**config.mk**
```make
export PLATFORM = sky130hd
export DESIGN_NAME = fetch_stage
export DESIGN_NICKNAME = d
export VERILOG_FILES = /design/src/verilog/fetch_pkg.sv /design/src/verilog/fetch_stage.sv
export VERILOG_INCLUDE_DIRS = /design/src /design/src/include
export SDC_FILE = /design/constraint.sdc
export NUM_CORES = 1
export LEC_CHECK = 0
export BUFFER_PORTS_ARGS = -buffer_cell sky130_fd_sc_hd__buf_2
export CAP_MARGIN = 40
export CELL_PAD_IN_SITES_DETAIL_PLACEMENT = 0
export CELL_PAD_IN_SITES_GLOBAL_PLACEMENT = 1
export CORE_MARGIN = 8
export CORE_UTILIZATION = 32
export DETAILED_ROUTE_END_ITERATION = 7
export PLACE_DENSITY = 0.83
export SETUP_SLACK_MARGIN = 0.15
export SYNTH_ARGS = -nofsm -noshare
export SYNTH_HDL_FRONTEND = slang
export SYNTH_SLANG_ARGS = --single-unit
```
**constraint.sdc**
```tcl
create_clock -name clk -period 3.6 [get_ports clk]
set_clock_uncertainty 0.05 [all_clocks]
set_input_delay 0.18 -clock clk [delete_from_list [all_inputs] [get_ports clk]]
set_output_delay 0.18 -clock clk [all_outputs]
set_load 0.02 [all_outputs]
```
**src/include/fetch_defines.svh**
```systemverilog
`ifndef FETCH_DEFINES_SVH
`define FETCH_DEFINES_SVH

// word and byte address width
`define FETCH_XLEN 16

// 16 one-word lines in the instruction cache
`define FETCH_IDX_W 4

// main memory size in 16-bit words
`define FETCH_MEM_WORDS 1024

// cycles from the first granted cycle to the done pulse
`define FETCH_MEM_LAT 3

// instruction word inserted on stall or on request
`define FETCH_NOP 16'h0800

`endif
```
**src/verilog/fetch_pkg.sv**
```systemverilog
`default_nettype none

package fetch_pkg;

   // control-flow change requested by a later stage
   typedef enum logic [1:0] {
      REDIR_NONE,
      REDIR_BRANCH,
      REDIR_JUMP_IMM,
      REDIR_JUMP_REG
   } redirect_e;

   // base is the register value for jr, or the branch's own pc+2
   typedef struct packed {
      redirect_e   kind;
      logic [15:0] base;
      logic [15:0] offset;
   } redirect_t;

   typedef struct packed {
      logic [15:0] instr;
      logic [15:0] pc_plus2;
      logic        align_err;
   } fetch_out_t;

   typedef struct packed {
      logic        valid;
      logic        we;
      logic [15:0] addr;
      logic [15:0] wdata;
   } mem_req_t;

   typedef struct packed {
      logic        done;
      logic [15:0] rdata;
   } mem_rsp_t;

   typedef enum logic {IC_IDLE, IC_REFILL} ic_state_e;

   typedef enum logic [1:0] {GNT_NONE, GNT_DATA, GNT_IFETCH} grant_e;

endpackage

`default_nettype wire

```
**src/verilog/fetch_stage.sv**
```systemverilog
`timescale 1ns/1ns
`default_nettype none
`include "fetch_defines.svh"

module fetch_stage (
   input  logic                   clk,
   input  logic                   rst_n,
   input  logic                   hazard,
   input  logic                   nop_req,
   input  logic                   halt,
   input  fetch_pkg::redirect_t   redirect,
   input  logic                   ic_hit,
   input  logic [`FETCH_XLEN-1:0] ic_word,
   output logic [`FETCH_XLEN-1:0] pc,
   output fetch_pkg::fetch_out_t  fetch_out
);

   logic [`FETCH_XLEN-1:0] pc_q;
   logic [`FETCH_XLEN-1:0] pc_plus2;
   logic [`FETCH_XLEN-1:0] base_target;
   logic [`FETCH_XLEN-1:0] ji_target;
   logic [`FETCH_XLEN-1:0] redir_target;
   logic [`FETCH_XLEN-1:0] pc_next;
   logic                   misaligned;
   logic                   stall;

   assign pc_plus2 = pc_q + `FETCH_XLEN'(2);

   // branch and register jump share one base + offset adder
   assign base_target = redirect.base + redirect.offset;
   assign ji_target   = pc_plus2 + redirect.offset;

   assign misaligned = pc_q[0];

   // odd pc never waits on the cache
   assign stall = ~ic_hit & ~misaligned;

   always_comb begin
      case (redirect.kind)
         fetch_pkg::REDIR_BRANCH,
         fetch_pkg::REDIR_JUMP_REG: redir_target = base_target;
         fetch_pkg::REDIR_JUMP_IMM: redir_target = ji_target;
         default:                   redir_target = pc_plus2;
      endcase
   end

   // halt is applied as the register enable below
   always_comb begin
      if (redirect.kind != fetch_pkg::REDIR_NONE) begin
         pc_next = redir_target;
      end else if (hazard || stall) begin
         pc_next = pc_q;
      end else begin
         pc_next = pc_plus2;
      end
   end

   always_ff @(posedge clk) begin
      if (!rst_n) begin
         pc_q <= '0;
      end else if (!halt) begin
         pc_q <= pc_next;
      end
   end

   assign pc = pc_q;

   always_comb begin
      fetch_out.instr     = (nop_req || stall || misaligned) ? `FETCH_NOP : ic_word;
      fetch_out.pc_plus2  = pc_plus2;
      fetch_out.align_err = misaligned;
   end

   // a redirect or a refill must not move a halted pc
   halt_holds_pc: assert property (@(posedge clk) disable iff (!rst_n)
      halt |=> $stable(pc_q));

endmodule

`default_nettype wire

```
==> metrics.txt <==
Setup Fix Bufs, Post-CTS 0; global-route wire length before repair 12,590 um; n_diodes 0; flop2flop setup slack 460 ps; All-Layer GR Usage 0.1551; row cnt 30; crit-path cells and4_2 > nor2b_1 > nand3_1 > xnor2_1 > nand2_1 > nand2_1 > ha_1 > a211oi_1 > o211ai_1 > a21oi_1 > o31ai_1 > a21o_1 > a31oi_1; Avg Cell Area, Syn 7.137 sq um; maximum buffer depth of the clock tree 2; Max Slew Vio Count 0; Largest stage delay, worst path 500 ps; Vias/cell 5.352; Unique masters post-synth 54; Hold Crit Class primary input to register; asr flop ratio synth 0; synthesis-stage register bit count 16; post-route minimum period 3139 ps; HPWL after detailed placement 6219 um; Max FO, Critical Path 8; Root Driver clkbuf_8; Die Area 9591 sq um; dominant synthesized flop cell dfxtp_1; pre-CTS WS 393.3 ps; period utilization 0.8720; final setup TNS 0 ps; Initial Util 0.3234; max_cap viols 0; most common cell type on the critical path nand2_1; GRT Residual Overflow 0; area grow syn2layout 30.05%; Worst Hold Depth 2; 1st-iter DRT viols 145; status finished, final reports clean; Detailed Routing Iterations Pass 1 4; Port-buffer cells 104; slowest CP cell dfxtp_1; core area 6644 sq um; Fmax 318.5 MHz; element type at the critical path start register; PD cells 303.8 nW/um^2; Antenna Nets Post-Route 0; kind of end point of the critical path register; EDFF count, synth 0; Die Y 97.94 um; RR Startpoint pc[3]; Synthesized Nets 377; gp weighted congestion 0.8362; Crit Path Class register to register; crit path from pc[3]; largest net degree at the start of global routing 21; initial antenna violation count 0; Worst-Skew Late Latency 260 ps; GR peak layer met2; HP Start rst_n; Die W 97.94 um; post-synthesis sequential area ratio 0.1491; total wire length 7746 um; slew margin rel. 0.4273; max reg flops 16; stages on the worst setup path 13; met2 usage 0.2492; CP top delay family compound AO/OA/AOI/OAI gates; setup violators final 0; TritonCTS Buffers 3; CTS tree yes; mapped cell area 2148 sq um; Peak supply drop 0.2628 mV; unrepaired setup endpoints after global routing false; hold_ws 226.6 ps; Reg2Reg Depth 13; filler instances 725; CTS clk-pin slew, worst paths 70 ps; met3 usage 0.04339; Worst Tran Pin Value 857.3 ps; reg2reg end pc[15]; synth warn 0; Bufs and invs on worst path 0; IO Pins 105; WP data arrival 3270 ps; hold-fix buffers at CTS 0; Setup WS post-layout 460.7 ps; Hold Crit Endpoint pc[5]; Avg WL per Cell 16.14 um; Post-Synthesis Cells 301; WP data required 3740 ps; vias in the first global route 2,543; Hold Violations, Final 0; DR DRC count 0; vias 2,569; final net count 477; H-tree depth 1; met1 usage 0.2036; ratio of cells with drive above 1 in the final layout 0.3075; CTS Sinks 16; Leak 1.495 nW
## cells in the mapped netlist (all sizes together), types with 6 or more instances
cell    instances  area share
clkbuf          8       0.014
a21o           13       0.045
inv            11       0.019
xor2           12       0.049
nor2           18       0.031
a21oi          22       0.051
o21ai          28       0.065
xnor2          10       0.041
dfxtp          16        0.15
ha             19        0.11
and2           15       0.044
nand2          48       0.087
a211oi          6       0.021
## per-stage QoR
| stage | power [W] | cells | area, sq um | utilization |
|---|---|---|---|---|
| 6_report | 0.0008487 | 480 | 2794 | 0.4205 |
| 2_1_floorplan | 0.0005352 | 301 | 2148 | - |
| 3_3_place_gp | 0.0006762 | 475 | 2729 | 0.4107 |
| 4_1_cts | 0.0008538 | 480 | 2789 | 0.4198 |
| 5_1_grt | 0.0009122 | 480 | 2794 | 0.4205 |
| 3_5_place_dp | 0.0006796 | 476 | 2734 | 0.4115 |
## final cells by class
| class | count | area (sq um) | share of cell area |
|---|---|---|---|
| multi-input combinational | 260 | 1725 | 0.6176 |
| timing repair buffer | 108 | 548.0 | 0.1961 |
| sequential | 16 | 320.3 | 0.1146 |
| tap | 80 | 100.1 | 0.03583 |
| clock buffer | 4 | 55.05 | 0.01970 |
| inverter | 12 | 45.04 | 0.01612 |
## layout by cell type (no fill, tap or decap), types with 2 or more instances in the layout
master,instances
and4_1,3
nand4_1,3
and3_1,3
mux2i_1,2
a21oi_1,22
and2_1,15
nand3_1,4
a21o_1,13
inv_1,11
o21bai_1,2
nor2b_1,4
xnor2_1,10
nand2_1,47
a211oi_1,6
a31oi_1,5
nand2b_1,3
clkbuf_8,4
buf_4,3
dfxtp_1,16
nor3b_1,2
xor2_1,12
o31ai_1,2
o221ai_1,3
a221oi_1,2
o21ai_0,28
ha_1,18
nor4_1,2
or2_2,3
o211ai_1,5
buf_2,105
nor2_1,17
## where the power goes
| part | switching [W] | internal (W) | leakage, nW |
|---|---|---|---|
| Combinational | 0.000268 | 0.000181 | 1.33 |
| Sequential | 0.0000341 | 0.000196 | 0.132 |
| Clock | 0.0000720 | 0.0000973 | 0.0288 |
## logic make-up (layout without fill, tap and decap cells)
kind of cell	Yosys count	in the layout	share of synthesized area
adder cells (fa/ha/maj)	20	20	0.1200
AO/OA/AOI/OAI	100	100	0.2976
XOR/XNOR	22	22	0.08969
multiplexers	2	2	0.009319
flip-flops	16	16	0.1491
AND/OR/NAND/NOR	116	116	0.2842
buffers and inverters	25	124	0.05009
## what timing repair did
action,CTS,global route
gates resized for setup,0,2
endpoints found under the hold margin,0,0
endpoints found under the setup margin,0,3
## layer usage
metal | wire (um) | vias to the layer above
li1 | - | 1283
met5 | 0 | -
met2 | 3606 | 104
met1 | 3426 | 1174
met3 | 646 | 8
met4 | 66 | 0
## how the worst max path moves through the flow
| stage | to | slack [ps] |
|---|---|---|
| detailed placement | pc[14] | 390 |
| global route | pc[15] | 180 |
| CTS | pc[14] | 360 |
| global placement | pc[14] | 370 |
| floorplan | pc[12] | 540 |
| finish | pc[15] | 460 |
(Power assumes the default switching activity.)
