<file path="config.mk">
export PLATFORM = sky130hd
export DESIGN_NAME = icache
export DESIGN_NICKNAME = d
export VERILOG_FILES = /design/src/verilog/fetch_pkg.sv /design/src/verilog/icache.sv
export VERILOG_INCLUDE_DIRS = /design/src /design/src/include
export SDC_FILE = /design/constraint.sdc
export NUM_CORES = 1
export LEC_CHECK = 0
export ABC_AREA = 1
export ABC_CLOCK_PERIOD_IN_PS = 3800
export BUFFER_PORTS_ARGS = -buffer_cell sky130_fd_sc_hd__buf_2
export CAP_MARGIN = 15
export CORE_MARGIN = 5
export CORE_UTILIZATION = 55
export CTS_BUF_LIST = sky130_fd_sc_hd__clkbuf_4 sky130_fd_sc_hd__clkbuf_8
export DETAILED_ROUTE_END_ITERATION = 10
export GPL_ROUTABILITY_DRIVEN = 0
export PLACE_DENSITY = 0.7
export SLEW_MARGIN = 20
export SYNTH_ARGS = -nofsm -noshare
export SYNTH_HDL_FRONTEND = slang
export SYNTH_SLANG_ARGS = --single-unit
</file>
<file path="constraint.sdc">
create_clock -name clk -period 3.8 [get_ports clk]
set_input_delay 1.14 -clock clk [delete_from_list [all_inputs] [get_ports clk]]
set_output_delay 1.14 -clock clk [all_outputs]
set_load 0.05 [all_outputs]
</file>
<file path="src/include/fetch_defines.svh">
`ifndef FETCH_DEFINES_SVH
`define FETCH_DEFINES_SVH

// word and byte address width
`define FETCH_XLEN 16

// 16 one-word lines in the instruction cache
`define FETCH_IDX_W 4

// main memory size in 16-bit words
`define FETCH_MEM_WORDS 1024

// cycles from the first granted cycle to the done pulse
`define FETCH_MEM_LAT 3

// instruction word inserted on stall or on request
`define FETCH_NOP 16'h0800

`endif
</file>
<file path="src/verilog/fetch_pkg.sv">
`default_nettype none

package fetch_pkg;

   // control-flow change requested by a later stage
   typedef enum logic [1:0] {
      REDIR_NONE,
      REDIR_BRANCH,
      REDIR_JUMP_IMM,
      REDIR_JUMP_REG
   } redirect_e;

   // base is the register value for jr, or the branch's own pc+2
   typedef struct packed {
      redirect_e   kind;
      logic [15:0] base;
      logic [15:0] offset;
   } redirect_t;

   typedef struct packed {
      logic [15:0] instr;
      logic [15:0] pc_plus2;
      logic        align_err;
   } fetch_out_t;

   typedef struct packed {
      logic        valid;
      logic        we;
      logic [15:0] addr;
      logic [15:0] wdata;
   } mem_req_t;

   typedef struct packed {
      logic        done;
      logic [15:0] rdata;
   } mem_rsp_t;

   typedef enum logic {IC_IDLE, IC_REFILL} ic_state_e;

   typedef enum logic [1:0] {GNT_NONE, GNT_DATA, GNT_IFETCH} grant_e;

endpackage

`default_nettype wire

</file>
<file path="src/verilog/icache.sv">
`timescale 1ns/1ns
`default_nettype none
`include "fetch_defines.svh"

module icache (
   input  logic                   clk,
   input  logic                   rst_n,
   input  logic [`FETCH_XLEN-1:0] pc,
   output logic                   hit,
   output logic [`FETCH_XLEN-1:0] word,
   output fetch_pkg::mem_req_t    refill_req,
   input  fetch_pkg::mem_rsp_t    refill_rsp
);

   localparam int lines = 1 << `FETCH_IDX_W;
   localparam int tag_w = `FETCH_XLEN - `FETCH_IDX_W - 1;

   fetch_pkg::ic_state_e     state_q;
   logic [tag_w-1:0]         tag_q [lines];
   logic [`FETCH_XLEN-1:0]   data_q [lines];
   logic [lines-1:0]         valid_q;
   logic [`FETCH_XLEN-1:0]   refill_addr_q;
   logic [`FETCH_IDX_W-1:0]  idx;
   logic [tag_w-1:0]         tag;
   logic [`FETCH_IDX_W-1:0]  fill_idx;
   logic [tag_w-1:0]         fill_tag;
   logic                     miss;

   // bit 0 is the byte offset within the word
   assign idx = pc[`FETCH_IDX_W:1];
   assign tag = pc[`FETCH_XLEN-1:`FETCH_IDX_W+1];

   assign fill_idx = refill_addr_q[`FETCH_IDX_W:1];
   assign fill_tag = refill_addr_q[`FETCH_XLEN-1:`FETCH_IDX_W+1];

   assign hit  = ~pc[0] & valid_q[idx] & (tag_q[idx] == tag);
   assign word = data_q[idx];
   assign miss = ~pc[0] & ~hit;

   always_ff @(posedge clk) begin
      if (!rst_n) begin
         state_q <= fetch_pkg::IC_IDLE;
         valid_q <= '0;
      end else begin
         case (state_q)
            fetch_pkg::IC_IDLE: begin
               if (miss) begin
                  state_q <= fetch_pkg::IC_REFILL;
               end
            end
            default: begin
               if (refill_rsp.done) begin
                  valid_q[fill_idx] <= 1'b1;
                  state_q           <= fetch_pkg::IC_IDLE;
               end
            end
         endcase
      end
   end

   // refill address is latched so a redirect mid-refill still fills the old line
   always_ff @(posedge clk) begin
      if (state_q == fetch_pkg::IC_IDLE && miss) begin
         refill_addr_q <= pc;
      end
      if (state_q == fetch_pkg::IC_REFILL && refill_rsp.done) begin
         tag_q[fill_idx]  <= fill_tag;
         data_q[fill_idx] <= refill_rsp.rdata;
      end
   end

   always_comb begin
      refill_req.valid = (state_q == fetch_pkg::IC_REFILL);
      refill_req.we    = 1'b0;
      refill_req.addr  = refill_addr_q;
      refill_req.wdata = '0;
   end

   refill_held: assert property (@(posedge clk) disable iff (!rst_n)
      refill_req.valid && !refill_rsp.done |=> refill_req.valid);

endmodule

`default_nettype wire

</file>
==> metrics.txt <==
# TYPE chip_impl_metric gauge
chip_impl_info{name="run_status",value="complete, but fails checks"} 1
chip_impl_info{name="failed_checks",value="negative setup slack"} 1
chip_impl_metric{name="cts_inserted_buffers",unit=""} 73
chip_impl_metric{name="ys_async_sr_fraction",unit=""} 0
chip_impl_metric{name="crit_fanout",unit=""} 8
chip_impl_metric{name="globalRouteTotalUtil",unit=""} 0.2423
chip_impl_metric{name="synth-seq-cells",unit=""} 465
chip_impl_metric{name="period_needed",unit="ns"} 3.963
chip_impl_metric{name="vdd.ir_drop.worst",unit="uV"} 267.4
chip_impl_metric{name="synth_edf_count",unit=""} 448
chip_impl_metric{name="cts_clock_pin_slew_for_the_worst_setup_and_hold_paths",unit="ns"} 0.05
chip_impl_metric{name="worstPathRequired",unit="ns"} 2.66
chip_impl_metric{name="area_of_the_core_region",unit="mm^2"} 0.03362
chip_impl_metric{name="fin_worst_skew",unit="ns"} 0.03092
chip_impl_metric{name="cts_buffer_depth",unit=""} 3
chip_impl_metric{name="drive_gt1_frac",unit=""} 0.2158
chip_impl_metric{name="number_of_warnings_printed_during_yosys_synthesis",unit=""} 0
chip_impl_metric{name="ant_nets",unit=""} 0
chip_impl_metric{name="r2r_cells",unit=""} 26
chip_impl_metric{name="power.static_leakage",unit="nW"} 8.241
chip_impl_metric{name="ys_seq_area_frac",unit=""} 0.7364
chip_impl_info{name="timing.hold.worst.start",value="valid_q[7]"} 1
chip_impl_metric{name="chipHeight",unit="um"} 194.5
chip_impl_metric{name="dp_hpwl",unit="um"} 25230
chip_impl_metric{name="via_per_inst",unit=""} 5.735
chip_impl_metric{name="synthesis.area_per_instance",unit="um^2"} 12.40
chip_impl_metric{name="finalSetupViolations",unit=""} 15
chip_impl_metric{name="totalNegativeSetupSlack",unit="ns"} -2.051
chip_impl_metric{name="placement.setup.worst_slack",unit="ns"} -0.2626
chip_impl_metric{name="num_io_pins",unit=""} 86
chip_impl_info{name="tritoncts",value="yes"} 1
chip_impl_metric{name="worstSkewPairLatency",unit="ns"} 0.60
chip_impl_metric{name="worst_slew_margin_rel",unit=""} 0.5666
chip_impl_metric{name="fmax",unit="MHz"} 252.4
chip_impl_metric{name="worst_slew_pin_slew",unit="ns"} 0.6486
chip_impl_metric{name="multiInputGateArea",unit="mm^2"} 0.004392
chip_impl_metric{name="grt_first_pass_wirelength",unit="um"} 70620
chip_impl_info{name="cp-start-kind",value="input pin"} 1
chip_impl_metric{name="detailroute.via_count",unit=""} 12513
chip_impl_metric{name="min_period_over_period",unit=""} 1.043
chip_impl_metric{name="fin_ws",unit="ns"} -0.1627
chip_impl_info{name="kind_of_path_behind_the_tightest_hold_check",value="flop to flop"} 1
chip_impl_metric{name="grt_start_max_net_pins",unit=""} 49
chip_impl_metric{name="clock_sinks",unit=""} 465
chip_impl_metric{name="design.die.area",unit="mm^2"} 0.03785
chip_impl_metric{name="synth_largest_type_area_fraction",unit=""} 0.7182
chip_impl_info{name="synth_common_cells",value="edfxtp_1 (448), nand2_1 (229), nor2_1 (212)"} 1
chip_impl_metric{name="remaining_drc_errors",unit=""} 0
chip_impl_metric{name="cts_hold_buf",unit=""} 0
chip_impl_info{name="synth_most_common_cell",value="edfxtp_1"} 1
chip_impl_metric{name="chipWidth",unit="um"} 194.5
chip_impl_metric{name="post_synth_num_cell_types",unit=""} 25
chip_impl_info{name="timing_worst_setup_path_type",value="input pin to output pin"} 1
chip_impl_info{name="ys_dominant_reg_cell",value="edfxtp_1"} 1
chip_impl_metric{name="max-cap-violations",unit=""} 0
chip_impl_info{name="worst_setup_path_end_kind",value="output pin"} 1
chip_impl_info{name="clk_root_buffer_cell",value="clkbuf_8"} 1
chip_impl_metric{name="final-seq-area",unit="mm^2"} 0.01379
chip_impl_metric{name="timing.reg2reg.setup_slack",unit="ns"} 0.46
chip_impl_info{name="setup_repair_after_global_routing_missed_its_margin",value="yes"} 1
chip_impl_metric{name="finalPower",unit="mW"} 10.72
chip_impl_metric{name="cts.htree.levels",unit=""} 3
chip_impl_metric{name="first_pass_drt_iterations",unit=""} 6
chip_impl_info{name="netlist_top_cells_area",value="edfxtp_1 (72%), nand2_1 (4.6%), nor2_1 (4.2%)"} 1
chip_impl_info{name="crit_end",value="hit"} 1
chip_impl_info{name="netlist.top_cell.by_area",value="edfxtp_1"} 1
chip_impl_metric{name="antenna_found_initial",unit=""} 1
chip_impl_metric{name="powerDensity",unit="mW/mm^2"} 475.5
chip_impl_metric{name="initial_core_utilization",unit=""} 0.5572
chip_impl_metric{name="number_of_global_route_vias_before_repair",unit=""} 12061
chip_impl_metric{name="grt_overflow_total",unit=""} 0
chip_impl_info{name="r2r_end",value="refill_addr_q[6]"} 1
chip_impl_metric{name="io_buffer_count",unit=""} 68
chip_impl_info{name="critical_path.startpoint",value="pc[1]"} 1
chip_impl_metric{name="area_growth",unit="%"} 20.31
chip_impl_metric{name="routed_wire_length_per_instance",unit="um"} 21.92
chip_impl_metric{name="finalMaxSlewViolations",unit=""} 0
chip_impl_info{name="critical_r2r_launch",value="tag_q[10][7]"} 1
chip_impl_metric{name="post_synth_inst_count",unit=""} 1511
chip_impl_metric{name="layout.filler_cells",unit=""} 2348
chip_impl_metric{name="hold_viol_final",unit=""} 0
chip_impl_metric{name="fin_nets",unit=""} 1715
chip_impl_metric{name="rows",unit=""} 67
chip_impl_metric{name="detail_route.iter0.violations",unit=""} 1205
chip_impl_metric{name="data_arrival_time_at_the_worst_slack_endpoint",unit="ns"} 2.82
chip_impl_metric{name="synth.cell_area",unit="mm^2"} 0.01873
chip_impl_metric{name="routed_wirelength",unit="um"} 47820
==> logic make-up after synthesis <==
| family | share of synthesized area |
|---|---|
| AO/OA/AOI/OAI | 0.08924 |
| buffers and inverters | 0.05083 |
| flip-flops | 0.7364 |
| other | 0.0002002 |
| AND/OR/NAND/NOR | 0.1234 |
==> power breakdown <==
part	internal, mW	total [mW]	switching, mW	leakage (nW)
clock network	2.26	4.13	1.87	0.760
logic	0.302	0.892	0.590	3.30
registers	5.66	5.70	0.0390	4.18
==> worst min path at each step <==
| stage | cells after the start | to |
|---|---|---|
| floorplan | 2 | valid_q[15] |
| global placement | 1 | valid_q[13] |
| detailed placement | 1 | valid_q[13] |
| CTS | 1 | valid_q[13] |
| global route | 1 | valid_q[13] |
| finish | 1 | valid_q[7] |
==> state kept, by name, summed over array words and instances (netlist names) <==
| signal | flops |
|---|---|
| refill_addr_q | 16 |
| data_q | 256 |
| tag_q | 176 |
| state_q | 1 |
| valid_q | 16 |
==> layout by cell type (no fill, tap or decap), drive strengths merged <==
cell        n
edfxtp    448
nand2     229
nor2      212
buf       177
o21ai     159
nand3     124
clkbuf    106
inv        95
o221ai     51
o211ai     28
clkinv     27
conb       17
dfxtp      17
o21a       15
o22ai      13
nor3        4
bufinv      3
a21oi       3
nand3b      2
clkinvlp    2
diode       1
bufbuf      1
==> repair_timing <==
| item | 4_1_cts | 5_1_grt |
|---|---|---|
| gates resized for setup | 65 | 69 |
| setup endpoints to repair | 16 | 32 |
| gates cloned | 5 | 7 |
| pin swaps | 15 | 44 |
| setup buffers | 11 | 5 |
==> layer usage <==
metal  track usage  vias to the layer above  part of all wire
li1              -                     5726                 -
met1        0.3216                     6071              0.39
met2        0.4095                      598              0.50
met3       0.04051                      116             0.079
met4       0.08464                        2             0.031
met5             0                        -           0.00017
==> worst max-delay path, stage by stage <==
cell	delay, ns
buf_16	0.14
buf_16	0.16
buf_12	0.13
nand2_2	0.05
o211ai_1	0.08
nand3_1	0.13
nand3_2	0.14
nand3_4	0.14
nand2_4	0.06
nor2_4	0.10
nand2_2	0.08
nor2_4	0.14
nand2_2	0.10
inv_2	0.07
buf_8	0.14
==> cell type report <==
class                      instances  share of cell area
timing repair buffer             187             0.08778
clock inverter                    31            0.009994
tap                              448             0.02487
clock buffer                      97             0.05313
inverter                          95             0.01677
sequential                       465              0.6121
antenna                            1           0.0001110
timing repair inverter             1           0.0003887
multi-input combinational        857              0.1949
==> through the flow <==
stage / cell area (um^2) / hold WS, ns / utilization / cells
2_1_floorplan: 18790 / 0.4349 / - / 1527
3_3_place_gp: 20210 / 0.4419 / 0.6012 / 2025
3_5_place_dp: 20210 / 0.4477 / 0.6012 / 2025
4_1_cts: 22060 / 0.4616 / 0.6562 / 2169
5_1_grt: 22530 / 0.4796 / 0.6703 / 2181
6_report: 22540 / 0.4618 / 0.6704 / 2182
No activity file was read; power rests on OpenSTA's default activity.
