`config.mk`:
```
export PLATFORM = sky130hd
export DESIGN_NAME = mem_arbiter
export DESIGN_NICKNAME = d
export VERILOG_FILES = /design/src/include/fetch_defines.svh /design/src/verilog/fetch_pkg.sv /design/src/verilog/mem_arbiter.sv
export SDC_FILE = /design/constraint.sdc
export NUM_CORES = 1
export LEC_CHECK = 0
export BUFFER_PORTS_ARGS = -buffer_cell sky130_fd_sc_hd__buf_2
export CAP_MARGIN = 20
export CORE_ASPECT_RATIO = 1.4
export CORE_UTILIZATION = 36
export CTS_CLUSTER_DIAMETER = 30
export CTS_CLUSTER_SIZE = 10
export DETAILED_ROUTE_END_ITERATION = 10
export MAX_ROUTING_LAYER = met4
export PLACE_DENSITY_LB_ADDON = 0.15
export SLEW_MARGIN = 25
export SYNTH_ARGS = -nofsm -noshare
export SYNTH_HDL_FRONTEND = slang
export SYNTH_SLANG_ARGS = --single-unit
```
`constraint.sdc`:
```
create_clock -name clk -period 2.3 [get_ports clk]
set_clock_uncertainty 0.05 [all_clocks]
set_input_delay 0.46 -clock clk [delete_from_list [all_inputs] [get_ports clk]]
set_output_delay 0.46 -clock clk [all_outputs]
set_load 0.02 [all_outputs]
```
`src/include/fetch_defines.svh`:
```
`ifndef FETCH_DEFINES_SVH
`define FETCH_DEFINES_SVH

// word and byte address width
`define FETCH_XLEN 16

// 16 one-word lines in the instruction cache
`define FETCH_IDX_W 4

// main memory size in 16-bit words
`define FETCH_MEM_WORDS 1024

// cycles from the first granted cycle to the done pulse
`define FETCH_MEM_LAT 3

// instruction word inserted on stall or on request
`define FETCH_NOP 16'h0800

`endif
```
`src/verilog/fetch_pkg.sv`:
```
`default_nettype none

package fetch_pkg;

   // control-flow change requested by a later stage
   typedef enum logic [1:0] {
      REDIR_NONE,
      REDIR_BRANCH,
      REDIR_JUMP_IMM,
      REDIR_JUMP_REG
   } redirect_e;

   // base is the register value for jr, or the branch's own pc+2
   typedef struct packed {
      redirect_e   kind;
      logic [15:0] base;
      logic [15:0] offset;
   } redirect_t;

   typedef struct packed {
      logic [15:0] instr;
      logic [15:0] pc_plus2;
      logic        align_err;
   } fetch_out_t;

   typedef struct packed {
      logic        valid;
      logic        we;
      logic [15:0] addr;
      logic [15:0] wdata;
   } mem_req_t;

   typedef struct packed {
      logic        done;
      logic [15:0] rdata;
   } mem_rsp_t;

   typedef enum logic {IC_IDLE, IC_REFILL} ic_state_e;

   typedef enum logic [1:0] {GNT_NONE, GNT_DATA, GNT_IFETCH} grant_e;

endpackage

`default_nettype wire

```
`src/verilog/mem_arbiter.sv`:
```
`timescale 1ns/1ns
`default_nettype none

module mem_arbiter (
   input  logic                clk,
   input  logic                rst_n,
   input  fetch_pkg::mem_req_t data_req,
   input  fetch_pkg::mem_req_t ifetch_req,
   output fetch_pkg::mem_rsp_t data_rsp,
   output fetch_pkg::mem_rsp_t ifetch_rsp,
   output fetch_pkg::mem_req_t mem_req,
   input  fetch_pkg::mem_rsp_t mem_rsp
);

   fetch_pkg::grant_e grant_q;

   // dropping the grant to none on done gives the idle cycle
   always_ff @(posedge clk) begin
      if (!rst_n) begin
         grant_q <= fetch_pkg::GNT_NONE;
      end else begin
         case (grant_q)
            fetch_pkg::GNT_NONE: begin
               // data port has fixed priority
               if (data_req.valid) begin
                  grant_q <= fetch_pkg::GNT_DATA;
               end else if (ifetch_req.valid) begin
                  grant_q <= fetch_pkg::GNT_IFETCH;
               end
            end
            default: begin
               if (mem_rsp.done) begin
                  grant_q <= fetch_pkg::GNT_NONE;
               end
            end
         endcase
      end
   end

   always_comb begin
      case (grant_q)
         fetch_pkg::GNT_DATA:   mem_req = data_req;
         fetch_pkg::GNT_IFETCH: mem_req = ifetch_req;
         default:               mem_req = '0;
      endcase
   end

   always_comb begin
      data_rsp.done    = mem_rsp.done & (grant_q == fetch_pkg::GNT_DATA);
      data_rsp.rdata   = mem_rsp.rdata;
      ifetch_rsp.done  = mem_rsp.done & (grant_q == fetch_pkg::GNT_IFETCH);
      ifetch_rsp.rdata = mem_rsp.rdata;
   end

   one_done: assert property (@(posedge clk) disable iff (!rst_n)
      !(data_rsp.done && ifetch_rsp.done));

endmodule

`default_nettype wire

```
==> results of run 1 <==
==> critical path: stages, from the launching register on <==
cell and delay [ps]:
dfxtp_1 340, inv_1 70, ha_1 310, buf_4 270, nor2b_2 190, buf_2 170
==> through the flow <==
step           std cells   util  worst slack, ps
2_1_floorplan        128      -              593
3_3_place_gp         235  0.466              491
3_5_place_dp         235  0.466              427
4_1_cts              238  0.479              186
5_1_grt              238  0.479              100
6_report             238  0.479              221
==> power by group through the flow <==
stage | Clock, mW | Combinational (mW) | Sequential (mW)
2_1_floorplan | 0 | 0.356 | 0.0404
3_3_place_gp | 0 | 0.365 | 0.0408
3_5_place_dp | 0 | 0.374 | 0.0410
4_1_cts | 0.141 | 0.377 | 0.0406
5_1_grt | 0.150 | 0.399 | 0.0411
6_report | 0.139 | 0.371 | 0.0405
==> routing by layer <==
metal / wire length, µm / part of all wire
met3: 271 / 0.084
met1: 1140 / 0.35
met4: 77 / 0.024
met2: 1730 / 0.54
met5: 0 / 0
==> final timing paths <==
path	start	end	slack, ps	depth (start not counted)
hold reg to reg	grant_q[0]	grant_q[0]	420	2
setup reg to reg	grant_q[0]	grant_q[0]	1060	4
hold / removal	grant_q[0]	grant_q[0]	420	2
setup / recovery	grant_q[0]	mem_req[24]	220	5
==> cells in the mapped netlist, drive strengths merged <==
library cell	count	area, µm²
dfxtp	2	40.0
nor2b	34	298
nand4b	1	8.76
buf	40	357
and2	2	12.5
nand3	1	5.00
clkbuf	3	11.3
ha	3	37.5
o21ai	2	10.0
a22oi	34	425
nand2	2	7.51
inv	2	7.51
mux2	2	22.5
==> final cells by class <==
| class | instances | area (µm²) |
|---|---|---|
| multi-input combinational | 81 | 832 |
| timing repair buffer | 111 | 568 |
| fill | 316 | 1680 |
| tap | 39 | 48.8 |
| inverter | 2 | 7.51 |
| sequential | 2 | 40.0 |
| clock buffer | 3 | 41.3 |
==> logic make-up (layout without fill, tap and decap cells) <==
logic type                 after synthesis  in the layout  synth area share
DFF                                      2              2            0.0322
AOI/OAI and AO/OA                       36             36             0.350
muxes                                    2              2            0.0181
buffers and inverters                   45            116             0.302
and+or+nand+nor                         40             40             0.267
adders and majority gates                3              3            0.0302
==> flow_summary.toml, run 1 <==
[run_status]
status = "completed"

[drt]
wl_per_cell_um = 13.5
drt-total-wl_um = 3220
first_iter_violations = 20
drc = 0
first_pass_iters = 4
vias_per_cell = 4.87
drtAntennaViolNets = 0
num_vias = 1160

[floorplanning]
die_x_um = 51.7
start_util = 0.387
fp.dieArea_um2 = 3690
io-pin-count = 155
die_h_um = 71.5
core_um2 = 3210
rows = 24

[timing]
period_minus_slack_ps = 2080
finalCritPeriodShare = 0.904
fmax_ghz = 0.481
hold_viol_final = 0
setup_violations = 0
slew_violations = 0
slew_headroom = 0.798
whs_ps = 423
rsz0062_at_grt = "no"
tightest_slew_ps = 302
tns_ps = 0

[clock_network]
clockBufferDepth = 2
clock_latency_ps = 210
cts_buffers = 3
clock-root-buffer = "clkbuf_8"
cts.reportedPaths.clkPinSlew_ps = 30
cts_setup_buffers = 0
cts-resized-gates = 0
htree_levels = 1
cts_tree = "yes"
clock-sinks = 2
cts_hold_buf = 0

[yosys]
syn_inst = 128
ys_ff_latch = 2
avgSynthCellArea_um2 = 9.71
ys_seq_area_frac = 0.0322
syn-num-nets = 218
synth_cell_types = 15
yosysWarningCount = 0
synth.cell_area_um2 = 1240

[worst_setup_path]
path_max_fanout = 32
cp.required_ps = 1790
critPathArrivalTime_ps = 1570
path_class = "flip-flop to output port"
crit_path_start_kind = "flip-flop"
cp-end-kind = "output port"

[placement]
port_buffers = 106
routabilityCongestion = 0.758
hpwl_um = 2560
dpl-instance-area_um2 = 1500

[power_and_ir_drop]
p_sw_frac = 0.402
switching_power_mw = 0.221
intPower_mw = 0.329
p_clk_frac = 0.252
p_total_mw = 0.550
ir_drop_uv = 213
power_leakage_nw = 0.697
p_per_area_nw_per_um2 = 358
power_frac_seq = 0.074
pwr-share-comb = 0.674

[global_routing]
grt_pass1_wl_um = 4900
met3_usage = 0.0276
grt_max_degree = 33
top_usage_layer = "met2"
grt_usage = 0.176
overflow = 0
antenna_found_initial = 0
gr-usage-met1 = 0.159
grt_pass1_vias = 1161
use_met2 = 0.329

[finish]
layout_common_cells = "buf_2 (106), a22oi_2 (34), nor2b_2 (34)"
nets = 291
final_area_um2 = 1540
largest_registers = "grant_q x2"
layout_commonest_cell = "buf_2"
syn2layout_area_growth_pct = 23.8
antenna_cells = 0
largest_register = "grant_q"
largest_reg_flops = 2
drive_gt1_frac = 0.925

[job]
drv_cap = 0

[worst_hold_path]
hp-class = "flip-flop to flip-flop"
(Power assumes the default switching activity.)
==> run 2: changes to the inputs <==
--- a/config.mk
+++ b/config.mk
@@ -13,7 +13,7 @@
 export CTS_CLUSTER_SIZE = 10
 export DETAILED_ROUTE_END_ITERATION = 10
 export MAX_ROUTING_LAYER = met4
-export PLACE_DENSITY_LB_ADDON = 0.15
+export PLACE_DENSITY = 0.92
 export SLEW_MARGIN = 25
 export SYNTH_ARGS = -nofsm -noshare
 export SYNTH_HDL_FRONTEND = slang
==> flow_summary.toml, run 2 (synthesis gave the netlist of run 1 again) <==
[timing]
setup_violations = 0
finalCritPeriodShare = 0.884
slew_violations = 0
rsz0062_at_grt = "no"
period_minus_slack_ps = 2030
tightest_slew_ps = 299
timing.final.ws_setup_ps = 267
tns_ps = 0
slew_headroom = 0.801
hold_viol_final = 0
fmax_ghz = 0.492

[finish]
syn2layout_area_growth_pct = 24.4
largest_registers = "grant_q x2"
final_area_um2 = 1550
drive_gt1_frac = 0.925
ff_latch_area_um2 = 40.0
layout_commonest_cell = "buf_2"
layout_common_cells = "buf_2 (106), a22oi_2 (34), nor2b_2 (34)"
largest_reg_flops = 2
antenna_cells = 0
largest_register = "grant_q"
multiInputGateArea_um2 = 832
fill_cells = 336
nets = 292

[drt]
vias_per_cell = 4.81
drt-total-wl_um = 3060
wl_per_cell_um = 12.8
first_pass_iters = 2
first_iter_violations = 7
num_vias = 1149
drc = 0
drtAntennaViolNets = 0

[worst_hold_path]
hold_depth = 2
hp-class = "flip-flop to flip-flop"
min-delay-start = "grant_q[1]"
hold_path_end = "grant_q[1]"

[global_routing]
grt_pass1_wl_um = 4580
grt_pass1_vias = 1140
overflow = 0
antenna_found_initial = 0
grt_usage = 0.167
grt_max_degree = 21

[placement]
dpl-instance-area_um2 = 1500
dp_slack_ps = 494
routabilityCongestion = 0.687
port_buffers = 106
hpwl_um = 2530

[clock_network]
clock_latency_ps = 210
clock-root-buffer = "clkbuf_8"
clock-sinks = 2
cts_buffers = 3
cts_setup_buffers = 0
cts_tree = "yes"
cts.reportedPaths.clkPinSlew_ps = 30
clockBufferDepth = 2
cts_hold_buf = 0
htree_levels = 1
cts-resized-gates = 0

[floorplanning]
die_x_um = 51.7
fp.dieArea_um2 = 3690
rows = 24
start_util = 0.387
io-pin-count = 155
die_h_um = 71.5
core_um2 = 3210

[worst_setup_path]
reg2reg_depth = 4
path_max_fanout = 20
slowest_stage = "dfxtp_1"
crit_path_start_kind = "flip-flop"
path_class = "flip-flop to output port"
crit_chain = "inv_1 > ha_2 > buf_4 > a22oi_2 > nor2b_2 > buf_2"
reg2reg_from = "grant_q[0]"
cp_top_family = "buffers and inverters"
timing.rr.end = "grant_q[0]"
cp.required_ps = 1790
worst-path-buf-inv = 3
reg2reg_slack_ps = 1040
cpPeakStageDelay_ps = 320
critPathArrivalTime_ps = 1520
cp-end-kind = "output port"

[power_and_ir_drop]
power_leakage_nw = 0.702
ir_drop_uv = 256
p_per_area_nw_per_um2 = 358

[job]
drv_cap = 0

[run_status]
status = "completed"
## run 2: changes by cell type in the layout (fill, tap and decap cells not counted), sizes merged
cell  previous run  this run
buf            111       112
## run 2: area by class of cell
| cell class | count | area share |
|---|---|---|
| Tap cell | 39 | 0.0316 |
| Inverter | 2 | 0.00486 |
| Multi-Input combinational cell | 81 | 0.538 |
| Sequential cell | 2 | 0.0259 |
| Clock buffer | 3 | 0.0267 |
| Timing Repair Buffer | 112 | 0.372 |
## run 2: worst min-delay path: stages (launching register included)
cell and delay [ps]:
dfxtp_1 310, nand2_1 60, o21ai_1 50
## run 2: metal layers
| layer | track usage | vias to the layer above | share of wire |
|---|---|---|---|
| met5 | - | - | 0 |
| met4 | 0.0991 | 0 | 0.022 |
| met3 | 0.0170 | 9 | 0.079 |
| met2 | 0.349 | 54 | 0.61 |
| met1 | 0.125 | 525 | 0.29 |
| li1 | - | 561 | - |
## run 2: where the power goes
part           leakage (nW)  total [mW]  internal (mW)  switching, mW
Combinational         0.664       0.373          0.184          0.190
Clock                0.0216       0.139          0.111         0.0281
Sequential           0.0165      0.0407         0.0382        0.00252
## run 2: worst max-delay path by stage
stage | from | end | slack [ps] | cells past startpoint
after global placement | grant_q[1] | mem_req[13] | 560 | 6
after detailed placement | grant_q[0] | mem_req[31] | 490 | 6
final | grant_q[0] | mem_req[31] | 270 | 6
after floorplan | grant_q[0] | mem_req[0] | 590 | 4
after global routing | grant_q[1] | mem_req[16] | 170 | 6
after CTS | grant_q[0] | mem_req[31] | 270 | 6
## run 2: stage by stage
step / instances / util / hold WS [ps] / total power [mW]
floorplan: 128 / - / 395 / 0.397
global placement: 236 / 0.468 / 410 / 0.407
detailed placement: 236 / 0.468 / 421 / 0.420
CTS: 239 / 0.481 / 425 / 0.565
global route: 239 / 0.481 / 439 / 0.588
finish: 239 / 0.481 / 420 / 0.553
